## src/source/cpu_macros.svh

```systemverilog
`ifndef CPU_MACROS_SVH
`define CPU_MACROS_SVH

// data and instruction width
`define WORD_SIZE 16

// architectural registers
`define NUM_REGS 4

// first fetch address after reset
`define RESET_PC 16'h0000

`endif

```

## src/source/cpuTypes_pkg.sv

```systemverilog
`include "cpu_macros.svh"

package cpuTypes_pkg;

    typedef logic [`WORD_SIZE-1:0] word_t;
    typedef logic [$clog2(`NUM_REGS)-1:0] regIdx_t;

    // instr[15:12]
    typedef enum logic [3:0] {
        OP_BNE   = 4'd0,
        OP_BEQ   = 4'd1,
        OP_ADI   = 4'd4,
        OP_ORI   = 4'd5,
        OP_LHI   = 4'd6,
        OP_LWD   = 4'd7,
        OP_SWD   = 4'd8,
        OP_JMP   = 4'd9,
        OP_RTYPE = 4'd15
    } opcode_e;

    // instr[5:0], only meaningful for OP_RTYPE
    typedef enum logic [5:0] {
        FN_ADD = 6'd0,
        FN_SUB = 6'd1,
        FN_AND = 6'd2,
        FN_ORR = 6'd3,
        FN_NOT = 6'd4,
        FN_WWD = 6'd28,
        FN_HLT = 6'd29
    } func_e;

    typedef enum logic [2:0] {
        ALU_ADD,
        ALU_SUB,
        ALU_AND,
        ALU_OR,
        ALU_NOT,
        ALU_PASSB,
        ALU_LHI
    } aluOp_e;

    typedef struct packed {
        aluOp_e  aluOp;
        logic    aluSrcImm;     // operand b from immediate
        logic    regWrite;
        regIdx_t dest;
        logic    memRead;
        logic    memWrite;
        logic    isBranch;
        logic    branchOnEqual; // beq when set, bne otherwise
        logic    isJump;
        logic    isWwd;
        logic    isHalt;
        logic    valid;         // also the stage valid bit
    } ctrl_t;

    typedef struct packed {
        ctrl_t   ctrl;
        word_t   pc;
        regIdx_t rs;
        regIdx_t rt;
        word_t   opA;
        word_t   opB;
        word_t   imm;
    } idEx_t;

    typedef struct packed {
        ctrl_t ctrl;
        word_t result;
    } exWb_t;

    typedef struct packed {
        word_t addr;
        word_t wdata;
        logic  write;
    } dmemReq_t;

    typedef enum logic {
        FWD_REGFILE,
        FWD_WRITEBACK
    } fwdSel_e;

endpackage

```

## src/source/registerFile.sv

```systemverilog
`timescale 1ns/1ps
`include "cpu_macros.svh"

module registerFile (
    input  logic                 clk,
    input  logic                 rstN,
    input  cpuTypes_pkg::regIdx_t rdAddrA,
    input  cpuTypes_pkg::regIdx_t rdAddrB,
    input  logic                 wrEn,
    input  cpuTypes_pkg::regIdx_t wrAddr,
    input  cpuTypes_pkg::word_t   wrData,
    output cpuTypes_pkg::word_t   rdDataA,
    output cpuTypes_pkg::word_t   rdDataB
);

    cpuTypes_pkg::word_t regs [`NUM_REGS];

    always_ff @(posedge clk) begin
        if (!rstN) begin
            for (int i = 0; i < `NUM_REGS; i++) begin
                regs[i] <= '0;
            end
        end else if (wrEn) begin
            regs[wrAddr] <= wrData;
        end
    end

    // write-through, a same-cycle write is visible to decode
    assign rdDataA = (wrEn && (wrAddr == rdAddrA)) ? wrData : regs[rdAddrA];
    assign rdDataB = (wrEn && (wrAddr == rdAddrB)) ? wrData : regs[rdAddrB];

endmodule

```

## src/source/controlUnit.sv

```systemverilog
`timescale 1ns/1ps
`include "cpu_macros.svh"

module controlUnit (
    input  cpuTypes_pkg::word_t instr,
    output cpuTypes_pkg::ctrl_t ctrl
);

    cpuTypes_pkg::opcode_e opcode;
    cpuTypes_pkg::func_e   func;
    cpuTypes_pkg::regIdx_t rt;
    cpuTypes_pkg::regIdx_t rd;

    assign opcode = cpuTypes_pkg::opcode_e'(instr[`WORD_SIZE-1 -: 4]);
    assign func   = cpuTypes_pkg::func_e'(instr[5:0]);
    assign rt     = instr[9:8];
    assign rd     = instr[7:6];

    always_comb begin
        ctrl       = '0;
        ctrl.aluOp = cpuTypes_pkg::ALU_ADD;
        ctrl.valid = 1'b1;
        case (opcode)
            cpuTypes_pkg::OP_BNE, cpuTypes_pkg::OP_BEQ: begin
                ctrl.aluOp         = cpuTypes_pkg::ALU_SUB;
                ctrl.isBranch      = 1'b1;
                ctrl.branchOnEqual = (opcode == cpuTypes_pkg::OP_BEQ);
            end
            cpuTypes_pkg::OP_ADI, cpuTypes_pkg::OP_ORI, cpuTypes_pkg::OP_LHI: begin
                ctrl.aluSrcImm = 1'b1;
                ctrl.regWrite  = 1'b1;
                ctrl.dest      = rt;
                if (opcode == cpuTypes_pkg::OP_ORI) begin
                    ctrl.aluOp = cpuTypes_pkg::ALU_OR;
                end else if (opcode == cpuTypes_pkg::OP_LHI) begin
                    ctrl.aluOp = cpuTypes_pkg::ALU_LHI;
                end
            end
            cpuTypes_pkg::OP_LWD: begin
                ctrl.aluSrcImm = 1'b1; // address is rs + imm
                ctrl.regWrite  = 1'b1;
                ctrl.dest      = rt;
                ctrl.memRead   = 1'b1;
            end
            cpuTypes_pkg::OP_SWD: begin
                ctrl.aluSrcImm = 1'b1;
                ctrl.memWrite  = 1'b1;
            end
            cpuTypes_pkg::OP_JMP: begin
                ctrl.isJump = 1'b1;
            end
            cpuTypes_pkg::OP_RTYPE: begin
                ctrl.dest = rd;
                case (func)
                    cpuTypes_pkg::FN_ADD: ctrl.regWrite = 1'b1;
                    cpuTypes_pkg::FN_SUB: begin
                        ctrl.aluOp    = cpuTypes_pkg::ALU_SUB;
                        ctrl.regWrite = 1'b1;
                    end
                    cpuTypes_pkg::FN_AND: begin
                        ctrl.aluOp    = cpuTypes_pkg::ALU_AND;
                        ctrl.regWrite = 1'b1;
                    end
                    cpuTypes_pkg::FN_ORR: begin
                        ctrl.aluOp    = cpuTypes_pkg::ALU_OR;
                        ctrl.regWrite = 1'b1;
                    end
                    cpuTypes_pkg::FN_NOT: begin
                        ctrl.aluOp    = cpuTypes_pkg::ALU_NOT;
                        ctrl.regWrite = 1'b1;
                    end
                    cpuTypes_pkg::FN_WWD: begin
                        ctrl.aluOp = cpuTypes_pkg::ALU_PASSB; // rs arrives on port b
                        ctrl.isWwd = 1'b1;
                    end
                    cpuTypes_pkg::FN_HLT: ctrl.isHalt = 1'b1;
                    default: ctrl.valid = 1'b0;
                endcase
            end
            default: ctrl.valid = 1'b0;
        endcase
        if (!ctrl.valid) begin
            ctrl = '0; // unknown encoding becomes a bubble
        end
    end

endmodule

```

## src/source/alu.sv

```systemverilog
`timescale 1ns/1ps
`include "cpu_macros.svh"

module alu (
    input  cpuTypes_pkg::word_t  opA,
    input  cpuTypes_pkg::word_t  opB,
    input  cpuTypes_pkg::aluOp_e aluOp,
    output cpuTypes_pkg::word_t  result,
    output logic                 equal
);

    localparam int HALF = `WORD_SIZE / 2;

    always_comb begin
        case (aluOp)
            cpuTypes_pkg::ALU_ADD:   result = opA + opB;
            cpuTypes_pkg::ALU_SUB:   result = opA - opB;
            cpuTypes_pkg::ALU_AND:   result = opA & opB;
            cpuTypes_pkg::ALU_OR:    result = opA | opB;
            cpuTypes_pkg::ALU_NOT:   result = ~opA;
            cpuTypes_pkg::ALU_PASSB: result = opB;
            cpuTypes_pkg::ALU_LHI:   result = {opB[HALF-1:0], {HALF{1'b0}}}; // imm into high byte
            default:                 result = '0;
        endcase
    end

    // branch condition, operands are rs and rt
    assign equal = (opA == opB);

endmodule

```

## src/source/hazardUnit.sv

```systemverilog
`timescale 1ns/1ps

module hazardUnit (
    input  cpuTypes_pkg::idEx_t   exStage,
    input  cpuTypes_pkg::exWb_t   wbStage,
    input  logic                  dmemValid,
    input  logic                  dmemReady,
    input  logic                  branchTaken,
    input  logic                  jumpInDecode,
    output logic                  stall,
    output logic                  flushFetch,
    output logic                  flushDecode,
    output cpuTypes_pkg::fwdSel_e fwdA,
    output cpuTypes_pkg::fwdSel_e fwdB
);

    logic wbWrites;

    assign wbWrites = wbStage.ctrl.valid && wbStage.ctrl.regWrite;

    // writeback result bypasses the stale decode-time operand
    always_comb begin
        fwdA = cpuTypes_pkg::FWD_REGFILE;
        fwdB = cpuTypes_pkg::FWD_REGFILE;
        if (wbWrites && (wbStage.ctrl.dest == exStage.rs)) begin
            fwdA = cpuTypes_pkg::FWD_WRITEBACK;
        end
        if (wbWrites && (wbStage.ctrl.dest == exStage.rt)) begin
            fwdB = cpuTypes_pkg::FWD_WRITEBACK;
        end
    end

    assign stall = dmemValid && !dmemReady; // memory handshake pending

    // branch squashes fetch and decode, jump only fetch
    assign flushFetch  = branchTaken || jumpInDecode;
    assign flushDecode = branchTaken;

endmodule

```

## src/source/datapath.sv

```systemverilog
`timescale 1ns/1ps
`include "cpu_macros.svh"

module datapath (
    input  logic                   clk,
    input  logic                   rstN,
    output cpuTypes_pkg::word_t    imemAddr,
    input  cpuTypes_pkg::word_t    imemData,
    output logic                   dmemValid,
    input  logic                   dmemReady,
    output cpuTypes_pkg::dmemReq_t dmemReq,
    input  cpuTypes_pkg::word_t    dmemRdata,
    output cpuTypes_pkg::word_t    outputPort,
    output logic                   outputValid,
    output cpuTypes_pkg::word_t    numInst,
    output logic                   halted
);

    typedef struct packed {
        cpuTypes_pkg::word_t pc;
        cpuTypes_pkg::word_t instr;
        logic                valid;
    } ifId_t;

    cpuTypes_pkg::word_t   pc, pcNext;
    ifId_t                 ifId, ifIdNext;
    cpuTypes_pkg::idEx_t   idEx, idExNext;
    cpuTypes_pkg::exWb_t   exWb, exWbNext;

    cpuTypes_pkg::ctrl_t   decCtrl;
    logic                  decValid;
    cpuTypes_pkg::regIdx_t decRs, decRt;
    cpuTypes_pkg::word_t   decImm, rdDataA, rdDataB, jumpTarget;
    logic                  jumpInDecode;

    cpuTypes_pkg::fwdSel_e fwdA, fwdB;
    cpuTypes_pkg::word_t   exOpA, exOpB, aluB, aluResult, branchTarget;
    logic                  aluEqual, branchTaken;
    logic                  stall, flushFetch, flushDecode;
    logic                  haltAhead, fetchStop, retire;

    assign imemAddr = pc;

    // decode
    controlUnit controlUnit_i (.instr(ifId.instr), .ctrl(decCtrl));

    assign decValid     = ifId.valid && decCtrl.valid;
    assign decRs        = ifId.instr[11:10];
    assign decRt        = decCtrl.isWwd ? decRs : ifId.instr[9:8]; // wwd reads rs on port b
    assign jumpInDecode = decValid && decCtrl.isJump;
    assign jumpTarget   = {ifId.pc[`WORD_SIZE-1 -: 4], ifId.instr[11:0]};

    // ori zero-extends, everything else sign-extends
    assign decImm = (ifId.instr[`WORD_SIZE-1 -: 4] == cpuTypes_pkg::OP_ORI) ?
                    {{(`WORD_SIZE-8){1'b0}}, ifId.instr[7:0]} :
                    {{(`WORD_SIZE-8){ifId.instr[7]}}, ifId.instr[7:0]};

    registerFile registerFile_i (
        .clk(clk), .rstN(rstN),
        .rdAddrA(decRs), .rdAddrB(decRt),
        .wrEn(exWb.ctrl.valid && exWb.ctrl.regWrite && !halted),
        .wrAddr(exWb.ctrl.dest), .wrData(exWb.result),
        .rdDataA(rdDataA), .rdDataB(rdDataB)
    );

    // execute and memory
    assign exOpA = (fwdA == cpuTypes_pkg::FWD_WRITEBACK) ? exWb.result : idEx.opA;
    assign exOpB = (fwdB == cpuTypes_pkg::FWD_WRITEBACK) ? exWb.result : idEx.opB;
    assign aluB  = idEx.ctrl.aluSrcImm ? idEx.imm : exOpB;

    alu alu_i (
        .opA(exOpA), .opB(aluB), .aluOp(idEx.ctrl.aluOp),
        .result(aluResult), .equal(aluEqual)
    );

    assign branchTarget = idEx.pc + `WORD_SIZE'(1) + idEx.imm;
    assign branchTaken  = idEx.ctrl.valid && idEx.ctrl.isBranch &&
                          (aluEqual == idEx.ctrl.branchOnEqual);

    assign dmemValid     = idEx.ctrl.valid && (idEx.ctrl.memRead || idEx.ctrl.memWrite) && !halted;
    assign dmemReq.addr  = aluResult;
    assign dmemReq.wdata = exOpB;
    assign dmemReq.write = idEx.ctrl.memWrite;

    hazardUnit hazardUnit_i (
        .exStage(idEx), .wbStage(exWb),
        .dmemValid(dmemValid), .dmemReady(dmemReady),
        .branchTaken(branchTaken), .jumpInDecode(jumpInDecode),
        .stall(stall), .flushFetch(flushFetch), .flushDecode(flushDecode),
        .fwdA(fwdA), .fwdB(fwdB)
    );

    // an hlt anywhere ahead stops fetch unless an older branch redirects
    assign haltAhead = (decValid && decCtrl.isHalt) ||
                       (idEx.ctrl.valid && idEx.ctrl.isHalt) ||
                       (exWb.ctrl.valid && exWb.ctrl.isHalt);
    assign fetchStop = haltAhead && !branchTaken;

    // writeback
    assign retire      = exWb.ctrl.valid && !halted;
    assign outputValid = retire && exWb.ctrl.isWwd;
    assign outputPort  = exWb.result;

    always_comb begin
        pcNext   = pc + `WORD_SIZE'(1);
        ifIdNext = '{pc: pc, instr: imemData, valid: 1'b1};
        idExNext = '{ctrl: decCtrl, pc: ifId.pc, rs: decRs, rt: decRt,
                     opA: rdDataA, opB: rdDataB, imm: decImm};
        idExNext.ctrl.valid = decValid;
        exWbNext = '{ctrl: idEx.ctrl, result: idEx.ctrl.memRead ? dmemRdata : aluResult};

        if (halted) begin
            pcNext   = pc;
            ifIdNext = ifId;
            idExNext = idEx;
            exWbNext = exWb;
        end else if (stall) begin
            pcNext   = pc;
            ifIdNext = ifId;
            idExNext = idEx;
            idExNext.opA = exOpA;        // capture bypass before wb drains
            idExNext.opB = exOpB;
            exWbNext.ctrl.valid = 1'b0;  // bubble while waiting
        end else begin
            if (branchTaken) begin
                pcNext = branchTarget;
            end else if (fetchStop) begin
                pcNext = pc;
            end else if (jumpInDecode) begin
                pcNext = jumpTarget;
            end
            if (flushFetch || fetchStop) begin
                ifIdNext.valid = 1'b0;
            end
            if (flushDecode) begin
                idExNext.ctrl.valid = 1'b0;
            end
        end
    end

    always_ff @(posedge clk) begin
        if (!rstN) begin
            pc                <= `RESET_PC;
            ifId.valid        <= 1'b0;
            idEx.ctrl.valid   <= 1'b0;
            exWb.ctrl.valid   <= 1'b0;
            numInst           <= '0;
            halted            <= 1'b0;
        end else begin
            pc   <= pcNext;
            ifId <= ifIdNext;
            idEx <= idExNext;
            exWb <= exWbNext;
            if (retire) begin
                numInst <= numInst + `WORD_SIZE'(1);
            end
            if (retire && exWb.ctrl.isHalt) begin
                halted <= 1'b1; // sticky until reset
            end
        end
    end

endmodule

```

## config.mk

```make
export PLATFORM = sky130hd
export DESIGN_NAME = datapath
export DESIGN_NICKNAME = d
export VERILOG_FILES = /design/src/source/cpuTypes_pkg.sv /design/src/source/registerFile.sv /design/src/source/controlUnit.sv /design/src/source/alu.sv /design/src/source/hazardUnit.sv /design/src/source/datapath.sv
export VERILOG_INCLUDE_DIRS = /design/src /design/src/source
export SDC_FILE = /design/constraint.sdc
export NUM_CORES = 1
export LEC_CHECK = 0
export ABC_AREA = 1
export ABC_CLOCK_PERIOD_IN_PS = 9300
export BUFFER_PORTS_ARGS = -buffer_cell sky130_fd_sc_hd__buf_2
export CORE_AREA = 3 3 160 162
export CTS_CLUSTER_DIAMETER = 120
export DETAILED_ROUTE_END_ITERATION = 8
export DIE_AREA = 0 0 163 165
export PLACE_DENSITY = 0.95
export SLEW_MARGIN = 10
export SYNTH_ARGS = -nofsm -noshare
export SYNTH_HDL_FRONTEND = slang
export SYNTH_HIERARCHICAL = 1
export SYNTH_SLANG_ARGS = --single-unit
export TNS_END_PERCENT = 10
```

## constraint.sdc

```tcl
create_clock -name clk -period 9.3 [get_ports clk]
set_input_delay 0.93 -clock clk [delete_from_list [all_inputs] [get_ports clk]]
set_output_delay 0.93 -clock clk [all_outputs]
set_load 0.01 [all_outputs]
```

; Yosys cells after proc, flatten, opt, wreduce, memory -nomap -nowiden
; Memories as Yosys holds them, arrays and structs flattened. A register that Yosys moved wholly into a read port is not among the register bits.
; Index checks and enable logic that the tools add are counted.
[totals]
mem_bits_rw = 64
output_inout_bits = 84
inputBits = 35
mem_count = 1
register_bits = 163
elab_cells = 156
[classes]
n_mux = 43
eq_ne = 27
add_sub_neg = 6
bitwise = 5
reduce_logical = 44
[mem_list]
columns = memory, depth, word_bits, rd, rd_clocked_by_memory_dff, write_ports, line_no
row1 = registerFile_i.regs, 4, 16, 2, 1, 4, registerFile.sv:16  ; cpuTypes_pkg::word_t regs [`NUM_REGS];
[op_table]
columns = op, count
row1 = $mux W16, 11
row2 = $pmux W16 S7, 1
row3 = $add A16 B1 Y16 const B, 3
row4 = $mux W48, 1
row5 = $add A16 B16 Y16, 2
row6 = $logic_and A1 B1 Y1, 20
row7 = $mux W1, 18
row8 = $and A16 B16 Y16, 1
row9 = $eq A16 B16 Y1, 1
row10 = $eq A4 B3 Y1 const B, 4
row11 = $not A16 Y16, 1
row12 = $or A16 B16 Y16, 1
row13 = $reduce_or A16 Y1, 1
row14 = $sub A16 B16 Y16, 1
row15 = $pmux W3 S5, 1
row16 = $eq A4 B4 Y1 const B, 3
row17 = $eq A6 B2 Y1 const B, 2
row18 = $eq A6 B5 Y1 const B, 2
row19 = $mux W2, 5
row20 = $reduce_or A5 Y1, 2
row21 = $eq A3 B3 Y1 const B, 3
row22 = $pmux W3 S3, 1
row23 = $eq A2 B2 Y1, 4
row24 = $reduce_or A8 Y1, 1
row25 = other kinds (23), 35

; Logic depth before layout (Yosys ltp)
[logic_depth]
depth_word = 12
depth_mapped = 24
ltp_nobuf = 20

; Modules after synthesis
; Netlist, hierarchy kept.
[by_module_without_submodules]
columns = mod, instances, seq_area_each_um2, area_per_inst_um2, cells_per_inst
row1 = datapath, 1, 4834.6, 8638.3, 921
row2 = registerFile, 1, 1921.8, 4185.3, 597
row3 = alu, 1, 0.0, 2783.9, 509
row4 = controlUnit, 1, 0.0, 286.5, 59
row5 = hazardUnit, 1, 0.0, 106.4, 26

; Least setup slack after synthesis
; OpenSTA, ideal clock, no wires.
[synth_path]
kind = register to register
startpoint = reg idEx[75] (netlist name)
endpoint = reg ifId, in the netlist decRs[0] (enable)
path_buffers = 3
setup_slack_ns = 4.320
path_stages_with_launch = 11
arrival_time_ns = 4.472
setup_time_ns = 0.508
synth_period_minus_slack_ns = 4.980
required_ns = 8.792
cell_sequence = edfxtp_1 buf_2 buf_2 nor2_1 nor3_1 inv_1 nor2_1 buf_6 nor2_2 inv_2 nor2_1
[synth_via]
elab_chain_cells = 6
[synth_rtl]
columns = element, line_no
row1 = start: declaration, datapath.sv:27  ; cpuTypes_pkg::idEx_t idEx, idExNext;
row2 = start signal: assignment, datapath.sv:152  ; idEx <= idExNext;
row3 = $logic_or A1 B1 Y1, datapath.sv:80  ; assign dmemValid = idEx.ctrl.valid && (idEx.ctrl.memRead || idEx.ctrl.memWrite) && !halted;
row4 = $logic_and A1 B1 Y1 (2 in series), datapath.sv:80
row5 = net dmemValid, datapath.sv:9  ; output logic dmemValid,
row6 = $logic_and A1 B1 Y1, hazardUnit.sv:33  ; assign stall = dmemValid && !dmemReady;
row7 = net stall, datapath.sv:39  ; logic stall, flushFetch, flushDecode;
row8 = $not A1 Y1 (no line), n/a
row9 = $reduce_and A3 Y1 (no line), n/a
row10 = end signal: assignment, datapath.sv:151  ; ifId <= ifIdNext;
row11 = end: declaration, datapath.sv:26  ; ifId_t ifId, ifIdNext;
; The timed path passes the listed nets, and every way through them passes these cells.
; A chain may end at the register's enable or synchronous reset.

; Worst setup path in the final report
[layout_path]
startpoint = reg exWb[24] (netlist name)
endpoint = reg ifId[0] (netlist name)
[layout_via]
elab_chain_cells = 12
elab_cells_between_ends = 17
cone_classes = eq/ne: 4 / mux: 6 / reduce/logical: 7
[layout_rtl]
columns = element, line_no
row1 = start: declaration, datapath.sv:28  ; cpuTypes_pkg::exWb_t exWb, exWbNext;
row2 = start signal: assignment, datapath.sv:153  ; exWb <= exWbNext;
row3 = $eq A2 B2 Y1 (*), hazardUnit.sv:28  ; if (wbWrites && (wbStage.ctrl.dest == exStage.rt)) begin
row4 = $logic_and A1 B1 Y1 (*), hazardUnit.sv:28
row5 = $mux W1 (*), hazardUnit.sv:28
row6 = net fwdB, datapath.sv:36  ; cpuTypes_pkg::fwdSel_e fwdA, fwdB;
row7 = $mux W16 (*), datapath.sv:68  ; assign exOpB = (fwdB == cpuTypes_pkg::FWD_WRITEBACK) ? exWb.result : idEx.opB;
row8 = $mux W16 (*), datapath.sv:69  ; assign aluB = idEx.ctrl.aluSrcImm ? idEx.imm : exOpB;
row9 = net aluB[10], datapath.sv:37  ; cpuTypes_pkg::word_t exOpA, exOpB, aluB, aluResult, branchTarget;
row10 = $eq A16 B16 Y1 (*), alu.sv:28  ; assign equal = (opA == opB);
row11 = net aluEqual, datapath.sv:38  ; logic aluEqual, branchTaken;
row12 = $eq A1 B1 Y1 (*), datapath.sv:78  ; (aluEqual == idEx.ctrl.branchOnEqual);
row13 = $logic_and A1 B1 Y1 (*), datapath.sv:77  ; assign branchTaken = idEx.ctrl.valid && idEx.ctrl.isBranch &&
row14 = $logic_not A1 Y1, datapath.sv:97  ; assign fetchStop = haltAhead && !branchTaken;
row15 = $logic_and A1 B1 Y1, datapath.sv:97
row16 = $logic_or A1 B1 Y1 (*), datapath.sv:132  ; if (flushFetch || fetchStop) begin
row17 = $mux W1 (*), datapath.sv:132
; The timed path passes the listed nets; every way through them passes the cells marked *.

==> flow_summary.json <==
{
  "clockRootBuffer": "clkbuf_16",
  "power_frac_seq_pct": 42.3,
  "worstPathRequired_ns": 9.76,
  "post_cts.repair.setup_buffers": 0,
  "vias_per_cell": 6.005,
  "syn-instance-count": 2102,
  "cap_viol_max_count": 0,
  "worstPathArrival_ns": 5.84,
  "r2r-start": "exWb[24]$_DFFE_PP_",
  "drt-initial-drc-count": 2026,
  "sw_frac_of_total_pct": 35.09,
  "drv_slew": 0,
  "first_global_vias": 14430,
  "internal_power_mw": 1.976,
  "numCtsBuffers": 24,
  "status": "completed",
  "grt_pass1_wl_um": 73080,
  "drc_errors": 0,
  "power_leakage_nw": 8.227,
  "rsz0062_at_grt": "no",
  "die_w_um": 163,
  "coreArea_um2": 24250,
  "powerDensity_nw_per_um2": 179.2,
  "hold_slack_ns": 0.4206,
  "cp-end-kind": "flip-flop",
  "layout_common_cells": "nand2_1 (633), inv_1 (306), nand3_1 (208)",
  "dpl.hpwl_um": 33510,
  "setup_viol": 0,
  "holdPathEnd": "idEx[59]$_DFFE_PP_",
  "place_ws_ns": 4.202,
  "rr_worst_depth": 19,
  "cts.sinks": 227,
  "track_usage_pct": 34.06,
  "avgSynthCellArea_um2": 7.469,
  "clock_latency_ns": 0.55,
  "ir_drop_mv": 0.1615,
  "cts.htree.levels": 1,
  "cp-start-kind": "flip-flop",
  "cts_buffer_depth": 3,
  "drt_pass1_iterations": 6,
  "cts_tree": "yes",
  "multi_input_area_um2": 7435,
  "p_sw_mw": 1.068,
  "final_hold_viol_count": 0,
  "drt_wl_total_um": 46200,
  "power_mw": 3.044,
  "crit_path_max_fanout": 32,
  "clkPwrFrac_pct": 29.9,
  "netlist_area_um2": 15700,
  "r2r_slack_ns": 3.92,
  "fp-row-count": 57,
  "fin_nets": 2272,
  "vias": 15070,
  "layout_commonest_cell": "nand2_1",
  "start_util_pct": 64.75,
  "fin_crit_sh_pct": 57.89,
  "overflow": 0,
  "synth_fp_nets": 2207,
  "antenna_cells": 0,
  "fmax_mhz": 185.7,
  "grt_max_degree": 52,
  "setup.worst_path.class": "reg2reg",
  "area_growth_pct": 8.177,
  "io_pins": 119,
  "die_h_um": 165,
  "worstHoldPathCells": 0,
  "cts_resized": 0,
  "tightest_slew_ns": 1.123,
  "avgRoutedWirePerCell_um": 18.41,
  "yosysWarnings": 6,
  "nFillCells": 1815,
  "io_buffers": 118,
  "ant_nets": 0,
  "clk_pin_slew_ns": 0.06,
  "hp-start": "ifId[24]$_DFFE_PP_",
  "skew_ns": 0.02850,
  "fin_tns_setup_ns": 0,
  "hold_class": "reg2reg",
  "setup_ws_ns": 3.916,
  "seq_area_um2": 6456,
  "power_frac_comb_pct": 27.9,
  "layout_min_cycle_time_ns": 5.384,
  "die-area_um2": 26900,
  "antenna_found_initial": 0,
  "rr_endpoint": "ifId[0]$_SDFFE_PN0P_",
  "drive_gt1_share_pct": 12.63,
  "post-route-util_pct": 70.04,
  "slew_headroom_pct": 25.04,
  "ctsHoldBuffers": 0,
  "finalWeightedCongestion": 0.9873
}
[power by group through the flow]
stage | Sequential, mW | Clock, mW | Combinational, mW
5_1_grt | 1.29 | 0.952 | 0.931
3_3_place_gp | 1.30 | 0 | 0.792
4_1_cts | 1.28 | 0.911 | 0.829
3_5_place_dp | 1.30 | 0 | 0.819
2_1_floorplan | 1.27 | 0 | 0.596
6_report | 1.29 | 0.910 | 0.848
[through the flow]
step	area [um2]	std cells
after CTS	16980	2509
after floorplan	15700	2102
final	16980	2509
after global routing	16980	2509
after detailed placement	16240	2465
after global placement	16240	2465
[per-layer routing]
layer | up-vias | GRT usage [%] | part of all wire (%)
met1 | 6824 | 43.89 | 37
li1 | 6927 | - | -
met3 | 192 | 4.891 | 12
met2 | 1123 | 57.65 | 47
met4 | 0 | 14.61 | 4.4
met5 | - | 0 | 0
[flip-flops by register name (all words and copies together), names as in the netlist]
register	cells
imemAddr	16
outputPort	16
registerFile_i/regs	64
decRs	2
halted	1
dmemReq	1
idEx	74
ifId	31
numInst	16
exWb	6
[worst max path at each step]
stage / startpoint / to / slack (ns)
after floorplan: idEx[75]$_DFFE_PP_ / decRs[0]$_DFFE_PP_ / 4.39
after CTS: exWb[24]$_DFFE_PP_ / dmemReq[26] / 4.09
final: exWb[24]$_DFFE_PP_ / ifId[0]$_SDFFE_PN0P_ / 3.92
after global routing: exWb[24]$_DFFE_PP_ / imemAddr[10]$_SDFFE_PN0P_ / 3.44
after global placement: exWb[24]$_DFFE_PP_ / ifId[0]$_SDFFE_PN0P_ / 4.51
after detailed placement: exWb[24]$_DFFE_PP_ / ifId[0]$_SDFFE_PN0P_ / 4.20
[layout make-up]
class / instances / share of cell area, %
clock inverters: 9 / 0.4420
well taps: 324 / 2.387
clock buffers: 35 / 3.956
flip-flops and latches: 227 / 38.01
multi-input cells: 1450 / 43.77
inverters: 336 / 7.507
repair buffers: 128 / 3.919
[critical path: stages, from the launching register on]
cell      delay (ns)
edfxtp_1        0.53
inv_1           0.12
nand2_1         0.09
nand3_1         0.09
nor2_2          0.08
buf_4           0.30
o21ai_0         0.20
o21ai_0         0.44
inv_1           0.16
ha_1            0.45
nor2_1          0.24
nand2_1         0.13
nor4_1          0.73
nor2_1          0.11
nor2_1          0.15
nand2_2         0.29
a21oi_4         0.53
inv_2           0.25
or2_1           0.27
a21oi_1         0.11
No activity file was read; power rests on OpenSTA's default activity.
